`src/hw/mbox_defines.svh`:
```
`ifndef MBOX_DEFINES_SVH
`define MBOX_DEFINES_SVH

// Cycles per memory bus phase, a full A+B period is twice this
`define MBOX_PHASE_CYCLES 4

// Words in a quad, one request bit each
`define MBOX_WORDS 4

// Diagnostic readback rows
`define MBOX_DIAG_ROWS 8

`endif
```
`src/hw/mboxPkg.sv`:
```
`include "mbox_defines.svh"

package mboxPkg;

  // One request bit per word of the quad
  typedef logic [`MBOX_WORDS-1:0] rqBits_t;

  // Word index within a quad
  typedef logic [$clog2(`MBOX_WORDS)-1:0] wordAdr_t;

  // One diagnostic readback row
  typedef logic [7:0] diagWord_t;

  // Memory bus phase
  typedef enum logic {
    PHASE_A = 1'b0,
    PHASE_B = 1'b1
  } busPhase_t;

endpackage

```
`src/hw/mbox.sv`:
```
`include "mbox_defines.svh"

module mbox
  import mboxPkg::*;
(
  input  logic                                clk,
  input  logic                                arstN,
  input  logic                                startReq,
  input  logic                                rdReq,
  input  logic                                wrReq,
  input  logic                                forceBadPar,
  input  logic                                memAcknA,
  input  logic                                memAcknB,
  input  logic                                nxmAckn,
  input  rqBits_t                             rqIn,
  input  wordAdr_t                            sbusAdr,
  input  logic                                memDataValA,
  input  logic                                memDataValB,
  input  logic                                diagEn,
  input  logic [$clog2(`MBOX_DIAG_ROWS)-1:0] diagSel,
  output logic                                memStartA,
  output logic                                memStartB,
  output rqBits_t                             memRq,
  output logic                                lastAckn,
  output logic                                memAdrPar,
  output logic                                coreDataValid,
  output wordAdr_t                            coreAdr,
  output logic                                coreRdInProg,
  output logic                                aChangeComing,
  output logic                                bChangeComing,
  output diagWord_t                           ebusData
);

  busPhase_t curPhase;
  logic      memStartRd;
  logic      loadRq;
  wordAdr_t  heldAdr;
  logic      dataValMinus2;
  logic      dataValMinus1;
  diagWord_t statusRows [`MBOX_DIAG_ROWS];

  phaseClock uPhaseClock (
    .clk(clk), .arstN(arstN), .aChangeComing(aChangeComing),
    .bChangeComing(bChangeComing), .curPhase(curPhase)
  );

  memStartCtl uMemStartCtl (
    .clk(clk), .arstN(arstN), .aChangeComing(aChangeComing),
    .bChangeComing(bChangeComing), .startReq(startReq), .rdReq(rdReq),
    .wrReq(wrReq), .forceBadPar(forceBadPar), .memAcknA(memAcknA),
    .memAcknB(memAcknB), .nxmAckn(nxmAckn), .rqIn(rqIn), .sbusAdr(sbusAdr),
    .memStartA(memStartA), .memStartB(memStartB), .memStartRd(memStartRd),
    .loadRq(loadRq), .lastAckn(lastAckn), .memAdrPar(memAdrPar),
    .heldRq(memRq), .heldAdr(heldAdr)
  );

  coreWordSeq uCoreWordSeq (
    .clk(clk), .arstN(arstN), .aChangeComing(aChangeComing),
    .bChangeComing(bChangeComing), .memStartRd(memStartRd), .loadRq(loadRq),
    .memDataValA(memDataValA), .memDataValB(memDataValB), .heldRq(memRq),
    .heldAdr(heldAdr), .coreDataValid(coreDataValid),
    .coreRdInProg(coreRdInProg), .coreAdr(coreAdr),
    .dataValMinus2(dataValMinus2), .dataValMinus1(dataValMinus1)
  );

  // Readback rows, low bits first
  assign statusRows[0] = {2'b00, memRq, heldAdr};
  assign statusRows[1] = {5'b0, memStartA, memStartB, lastAckn};
  assign statusRows[2] = {5'b0, dataValMinus2, dataValMinus1, coreDataValid};
  assign statusRows[3] = {5'b0, coreAdr, coreRdInProg};
  assign statusRows[4] = {5'b0, curPhase, aChangeComing, bChangeComing};
  assign statusRows[5] = {6'b0, memAdrPar, forceBadPar};
  assign statusRows[6] = '0;
  assign statusRows[7] = '0;

  diagMux uDiagMux (
    .diagEn(diagEn), .diagSel(diagSel), .statusRows(statusRows), .ebusData(ebusData)
  );

endmodule

```
`src/hw/diagMux.sv`:
```
`include "mbox_defines.svh"

module diagMux
  import mboxPkg::*;
(
  input  logic                                diagEn,
  input  logic [$clog2(`MBOX_DIAG_ROWS)-1:0] diagSel,
  input  diagWord_t                           statusRows [`MBOX_DIAG_ROWS],
  output diagWord_t                           ebusData
);

  // Bus lines stay quiet unless a diagnostic read is in progress
  always_comb begin
    if (diagEn) begin
      ebusData = statusRows[diagSel];
    end else begin
      ebusData = '0;
    end
  end

endmodule

```
`src/hw/coreWordSeq.sv`:
```
`include "mbox_defines.svh"

module coreWordSeq
  import mboxPkg::*;
(
  input  logic     clk,
  input  logic     arstN,
  input  logic     aChangeComing,
  input  logic     bChangeComing,
  input  logic     memStartRd,
  input  logic     loadRq,
  input  logic     memDataValA,
  input  logic     memDataValB,
  input  rqBits_t  heldRq,
  input  wordAdr_t heldAdr,
  output logic     coreDataValid,
  output logic     coreRdInProg,
  output wordAdr_t coreAdr,
  output logic     dataValMinus2,
  output logic     dataValMinus1
);

  localparam int CntW = $clog2(`MBOX_WORDS + 1);

  logic [CntW-1:0] wordsLeft;

  // Number of words asked for in a request
  function automatic logic [CntW-1:0] countRq(rqBits_t rq);
    logic [CntW-1:0] n;
    n = '0;
    for (int i = 0; i < `MBOX_WORDS; i++) begin
      n = n + CntW'(rq[i]);
    end
    return n;
  endfunction

  // Data valid is sampled on the strobe of its phase
  assign dataValMinus2 = memStartRd &
      ((memDataValA & aChangeComing) | (memDataValB & bChangeComing));

  always_ff @(posedge clk or negedge arstN) begin
    if (!arstN) begin
      dataValMinus1 <= 1'b0;
      coreDataValid <= 1'b0;
    end else begin
      dataValMinus1 <= dataValMinus2;
      coreDataValid <= dataValMinus1;
    end
  end

  // Word address wraps within the quad
  always_ff @(posedge clk or negedge arstN) begin
    if (!arstN) begin
      coreAdr <= '0;
    end else if (loadRq) begin
      coreAdr <= heldAdr;
    end else if (coreDataValid) begin
      coreAdr <= coreAdr + wordAdr_t'(1);
    end
  end

  always_ff @(posedge clk or negedge arstN) begin
    if (!arstN) begin
      wordsLeft <= '0;
      coreRdInProg <= 1'b0;
    end else if (loadRq) begin
      wordsLeft <= countRq(heldRq);
      coreRdInProg <= memStartRd;
    end else if (coreDataValid && wordsLeft != '0) begin
      wordsLeft <= wordsLeft - CntW'(1);
      // Last requested word has reached the core
      if (wordsLeft == CntW'(1)) begin
        coreRdInProg <= 1'b0;
      end
    end
  end

endmodule

```
`src/hw/memStartCtl.sv`:
```
module memStartCtl
  import mboxPkg::*;
(
  input  logic     clk,
  input  logic     arstN,
  input  logic     aChangeComing,
  input  logic     bChangeComing,
  input  logic     startReq,
  input  logic     rdReq,
  input  logic     wrReq,
  input  logic     forceBadPar,
  input  logic     memAcknA,
  input  logic     memAcknB,
  input  logic     nxmAckn,
  input  rqBits_t  rqIn,
  input  wordAdr_t sbusAdr,
  output logic     memStartA,
  output logic     memStartB,
  output logic     memStartRd,
  output logic     loadRq,
  output logic     lastAckn,
  output logic     memAdrPar,
  output rqBits_t  heldRq,
  output wordAdr_t heldAdr
);

  logic    memStart;
  logic    startTake;
  logic    acknPulse;
  logic    lastSeen;
  logic    clrA;
  logic    clrB;
  logic    heldRd;
  logic    heldWr;
  logic    heldBadPar;
  rqBits_t rqLeft;
  rqBits_t rqAfter;

  assign memStart = memStartA | memStartB;
  assign memStartRd = memStart & heldRd;

  // A start is taken on whichever strobe comes first while idle
  assign startTake = startReq & ~memStart & (aChangeComing | bChangeComing);

  // Acknowledges only count on the strobe of the owning phase
  assign acknPulse = ~lastSeen &
      ((memStartA & aChangeComing & (memAcknA | nxmAckn)) |
       (memStartB & bChangeComing & (memAcknB | nxmAckn)));

  // Each acknowledge retires the lowest outstanding word
  assign rqAfter = rqLeft & (rqLeft - rqBits_t'(1));
  assign lastAckn = acknPulse & (rqAfter == '0);

  assign clrA = memStartA & aChangeComing & lastSeen;
  assign clrB = memStartB & bChangeComing & lastSeen;

  always_ff @(posedge clk or negedge arstN) begin
    if (!arstN) begin
      memStartA <= 1'b0;
      memStartB <= 1'b0;
      lastSeen <= 1'b0;
      loadRq <= 1'b0;
      rqLeft <= '0;
      heldRq <= '0;
      heldAdr <= '0;
      heldRd <= 1'b0;
      heldWr <= 1'b0;
      heldBadPar <= 1'b0;
    end else begin
      if (startTake & aChangeComing) begin
        memStartA <= 1'b1;
      end else if (clrA) begin
        memStartA <= 1'b0;
      end
      if (startTake & bChangeComing) begin
        memStartB <= 1'b1;
      end else if (clrB) begin
        memStartB <= 1'b0;
      end
      if (clrA | clrB) begin
        lastSeen <= 1'b0;
      end else if (lastAckn) begin
        lastSeen <= 1'b1;
      end
      // Held values are valid from the cycle loadRq is high
      loadRq <= startTake;
      if (startTake) begin
        rqLeft <= rqIn;
        heldRq <= rqIn;
        heldAdr <= sbusAdr;
        heldRd <= rdReq;
        heldWr <= wrReq;
        heldBadPar <= forceBadPar;
      end else if (acknPulse) begin
        rqLeft <= rqAfter;
      end
    end
  end

  // Odd parity over the held request, flipped on demand for diagnostics
  assign memAdrPar = ~(^{heldRd, heldWr, heldRq, heldAdr}) ^ heldBadPar;

endmodule

```
`src/hw/phaseClock.sv`:
```
`include "mbox_defines.svh"

module phaseClock
  import mboxPkg::*;
(
  input  logic      clk,
  input  logic      arstN,
  output logic      aChangeComing,
  output logic      bChangeComing,
  output busPhase_t curPhase
);

  localparam int PhaseCycles = `MBOX_PHASE_CYCLES;
  localparam int Period = 2 * PhaseCycles;
  localparam int CntW = $clog2(Period);
  localparam logic [CntW-1:0] LastA = CntW'(PhaseCycles - 1);
  localparam logic [CntW-1:0] LastB = CntW'(Period - 1);

  logic [CntW-1:0] phaseCnt;

  // Free-running count over one A+B period
  always_ff @(posedge clk or negedge arstN) begin
    if (!arstN) begin
      phaseCnt <= '0;
    end else if (phaseCnt == LastB) begin
      phaseCnt <= '0;
    end else begin
      phaseCnt <= phaseCnt + CntW'(1);
    end
  end

  assign curPhase = (phaseCnt <= LastA) ? PHASE_A : PHASE_B;

  // Strobes sit on the last cycle before each phase change
  assign bChangeComing = (phaseCnt == LastA);
  assign aChangeComing = (phaseCnt == LastB);

endmodule

```
`config.mk`:
```
export PLATFORM = sky130hd
export DESIGN_NAME = mbox
export DESIGN_NICKNAME = d
export VERILOG_FILES = /design/src/hw/mboxPkg.sv /design/src/hw/mbox.sv /design/src/hw/diagMux.sv /design/src/hw/coreWordSeq.sv /design/src/hw/memStartCtl.sv /design/src/hw/phaseClock.sv
export VERILOG_INCLUDE_DIRS = /design/src /design/src/hw
export SDC_FILE = /design/constraint.sdc
export NUM_CORES = 1
export LEC_CHECK = 0
export BUFFER_PORTS_ARGS = -buffer_cell sky130_fd_sc_hd__buf_4
export CORE_AREA = 2 2 80 82
export CTS_BUF_LIST = sky130_fd_sc_hd__clkbuf_8
export CTS_CLUSTER_SIZE = 40
export DETAILED_ROUTE_END_ITERATION = 8
export DIE_AREA = 0 0 82 84
export PLACE_DENSITY = 0.55
export RECOVER_POWER = 50
export SYNTH_ARGS = -nofsm -noshare
export SYNTH_HDL_FRONTEND = slang
export SYNTH_HIERARCHICAL = 1
export SYNTH_SLANG_ARGS = --single-unit
```
`constraint.sdc`:
```
create_clock -name clk -period 3.6 [get_ports clk]
set_input_delay 0.72 -clock clk [delete_from_list [all_inputs] [get_ports clk]]
set_output_delay 0.72 -clock clk [all_outputs]
set_load 0.005 [all_outputs]
```
==> impl_metrics.py <==
metrics = {
    "outcome": {
        "status": "finished with violations",
        "violations": "max-capacitance violations",
    },
    "sta": {
        "rsz0062_at_grt": "false",
        "fmax_mhz": 307.4,
        "post-route-min-period_ns": 3.253,
        "finalHoldViolations": 0,
        "setup_violations": 0,
        "final-max-slew-violation-count": 0,
        "tightestPinTransition_ns": 1.497,
        "period_share_pct": 90.36,
        "setup_tns_ns": 0,
        "finClkSkew_ns": 0.002967,
        "slew_headroom_pct": 0.1978,
        "whs_ns": 0.3918,
    },
    "clock_network": {
        "cts_max_level": 1,
        "numCtsBuffers": 3,
        "cts.root.buffer_cell": "clkbuf_8",
        "worst_setup_hold_path_clk_slew_ns": 0.10,
        "cts.path.max_buffers": 2,
        "clock-sinks": 28,
        "insertion_delay_ns": 0.27,
        "post_cts_buffers": 0,
        "cts_tree": "built",
        "ctsResizeCount": 0,
        "hold_buffers": 0,
    },
    "synthesis": {
        "ys_warn_count": 6,
        "ys_seq_area_share_pct": 33.78,
        "synth.area.top_cells": "dfrtp_1, mux4_1, mux4_2, ha_1, mux2i_1",
        "async_flop_share_pct": 100.0,
        "syn_area_per_cell_um2": 12.13,
        "syn-cell-area_um2": 2074,
        "synth_top_area_share_pct": 33.78,
        "yosys.area.top_type": "dfrtp_1",
        "ys.flop_type": "dfrtp_1",
        "synth_edf_count": 0,
        "synthCells": 171,
        "ys_types": 41,
        "synth-seq-cells": 28,
    },
    "cells_and_area": {
        "area_growth_pct": 25.51,
        "final_layout_size_suffix_gt1_share_pct": 26.10,
        "final_cell_mix": "conb_1, buf_4, dfrtp_1, nand2_1, nor2_1",
        "final_common_cell": "conb_1",
        "fin_nets": 280,
        "insertedDiodeCount": 0,
        "layout.cells.non_filler": 326,
    },
    "route": {
        "avgRoutedWirePerCell_um": 13.52,
        "wl_um": 4406,
        "drc": 0,
        "vias_per_cell": 4.623,
        "dr_total_vias": 1507,
        "drtAntennaViolNets": 0,
        "firstDrtPassIters": 4,
        "drt_iter0_markers": 34,
    },
    "die": {
        "die-area_um2": 6888,
        "die_w_um": 82,
        "fp-row-count": 29,
        "start_util_pct": 34.03,
        "die_h_um": 84,
        "core_area_um2": 6096,
        "io_pins": 43,
    },
    "critical_path": {
        "crit_path_end_kind": "primary output",
        "worstPathArrival_ns": 2.53,
        "r2r-end": "uMemStartCtl/heldAdr[1]",
        "start_kind": "flip-flop",
        "cp_cell_sequence": "ha_1 -> ha_1 -> o211ai_2 -> a221oi_2 -> mux4_1 -> mux2i_1 -> nor2_1 -> buf_4",
        "worstPathMaxFanout": 11,
        "critPathSlowestCell": "ha_1",
        "regToRegSetupSlack_ns": 1.56,
        "r2r_cells": 5,
        "worst_ep_required_time_ns": 2.88,
        "path_common_cell": "ha_1",
        "r2r_start": "uPhaseClock/phaseCnt[0]",
        "crit_type": "flip-flop to primary output",
        "path_buf_inv": 1,
        "cp_top_family": "compound AO/OA/AOI/OAI gates",
        "slowest_delay_ns": 0.42,
    },
    "placed_design": {
        "post-dp-hpwl_um": 3389,
        "place_inst": 322,
        "port_buffers": 40,
        "routabilityCongestion": 0.7821,
    },
    "global_routing": {
        "grt_pass1_vias": 1467,
        "grt_max_degree": 29,
        "grt_pass1_wl_um": 7245,
        "grtUsageTotal_pct": 13.49,
        "grt-ovfl-total": 0,
        "antenna_found_initial": 0,
    },
    "min_path": {
        "hp-class": "flip-flop to flip-flop",
        "holdPathEnd": "uCoreWordSeq/coreDataValid",
        "whs_path_depth": 0,
        "min-delay-start": "uCoreWordSeq/dataValMinus1",
    },
    "power_and_ir_drop": {
        "ir_drop_v": 0.0003977,
        "power_w": 0.001708,
        "power.density_nw_per_um2": 655.9,
        "p_leak_nw": 1.270,
    },
    "run": {
        "cap_viol_max_count": 1,
    },
}
[flip-flops by register name, indices dropped and copies added (netlist names)]
signal                      cells
uCoreWordSeq/coreAdr            2
uCoreWordSeq/coreDataValid      1
uCoreWordSeq/coreRdInProg       1
uCoreWordSeq/dataValMinus1      1
uCoreWordSeq/wordsLeft          3
uMemStartCtl/heldAdr            2
uMemStartCtl/heldBadPar         1
uMemStartCtl/heldRd             1
uMemStartCtl/heldRq             4
uMemStartCtl/heldWr             1
uMemStartCtl/lastSeen           1
uMemStartCtl/loadRq             1
uMemStartCtl/memStartA          1
uMemStartCtl/memStartB          1
uMemStartCtl/rqLeft             4
uPhaseClock/phaseCnt            3
[layout make-up]
type                    instances  area, µm²
flip-flops and latches         28      700.7
inverters                      11      41.29
clock inverters                 1      30.03
clock buffers                   3      41.29
repair buffers                 40      292.8
fillers                       625       3492
well taps                      77      96.34
multi-input cells             166       1401
[layer usage]
| layer | share of wire (%) | track usage, % | vias to the layer above |
|---|---|---|---|
| li1 | - | - | 747 |
| met1 | 48 | 19.29 | 704 |
| met2 | 47 | 21.73 | 50 |
| met3 | 4.9 | 1.407 | 6 |
| met4 | 0.86 | 3.333 | 0 |
| met5 | 0 | 0 | - |
[synth_stat cells, types with 2 or more instances]
cell and number:
a211o_1 3, a21oi_1 3, a22o_1 2, a22oi_1 3, buf_12 2, buf_2 3, buf_4 2, buf_6 2
dfrtp_1 28, ha_1 8, inv_1 11, mux2_4 5, mux2i_1 9, mux4_1 8, mux4_2 8, nand2_1 14
nand3_1 5, nor2_1 13, nor2b_1 2, o211ai_2 2, o21ai_0 11, o21ai_2 2, xnor2_1 5, xor2_1 3
[cells by family after synthesis]
| group | synth area share [%] |
|---|---|
| adder cells (fa/ha/maj) | 5.790 |
| XOR/XNOR | 4.463 |
| buffers and inverters | 6.453 |
| multiplexers | 27.32 |
| other | 0.1808 |
| AND/OR/NAND/NOR | 9.047 |
| AO/OA/AOI/OAI | 12.97 |
| flip-flops | 33.78 |
[per-stage QoR]
step,setup WS [ns],cell area [µm²],utilization (%)
2_1_floorplan,1.027,2236,-
3_3_place_gp,0.7163,2540,41.67
3_5_place_dp,0.6797,2540,41.67
4_1_cts,0.3508,2611,42.84
5_1_grt,0.1787,2604,42.71
6_report,0.3472,2604,42.71
[worst max path at each step]
stage | startpoint | end | depth (start not counted)
finish | uPhaseClock/phaseCnt[0] | ebusData[0] | 8
detailed placement | uPhaseClock/phaseCnt[0] | ebusData[0] | 8
CTS | uPhaseClock/phaseCnt[0] | ebusData[0] | 8
floorplan | uPhaseClock/phaseCnt[0] | ebusData[0] | 7
global route | uPhaseClock/phaseCnt[0] | ebusData[0] | 8
global placement | nxmAckn | ebusData[0] | 7
[where the power goes]
part / total, W / switching (W) / internal [W]
clock network: 0.000248 / 0.0000991 / 0.000149
logic: 0.000853 / 0.000347 / 0.000506
registers: 0.000607 / 0.000175 / 0.000432
Note: power is estimated with default switching activity, not from simulation.
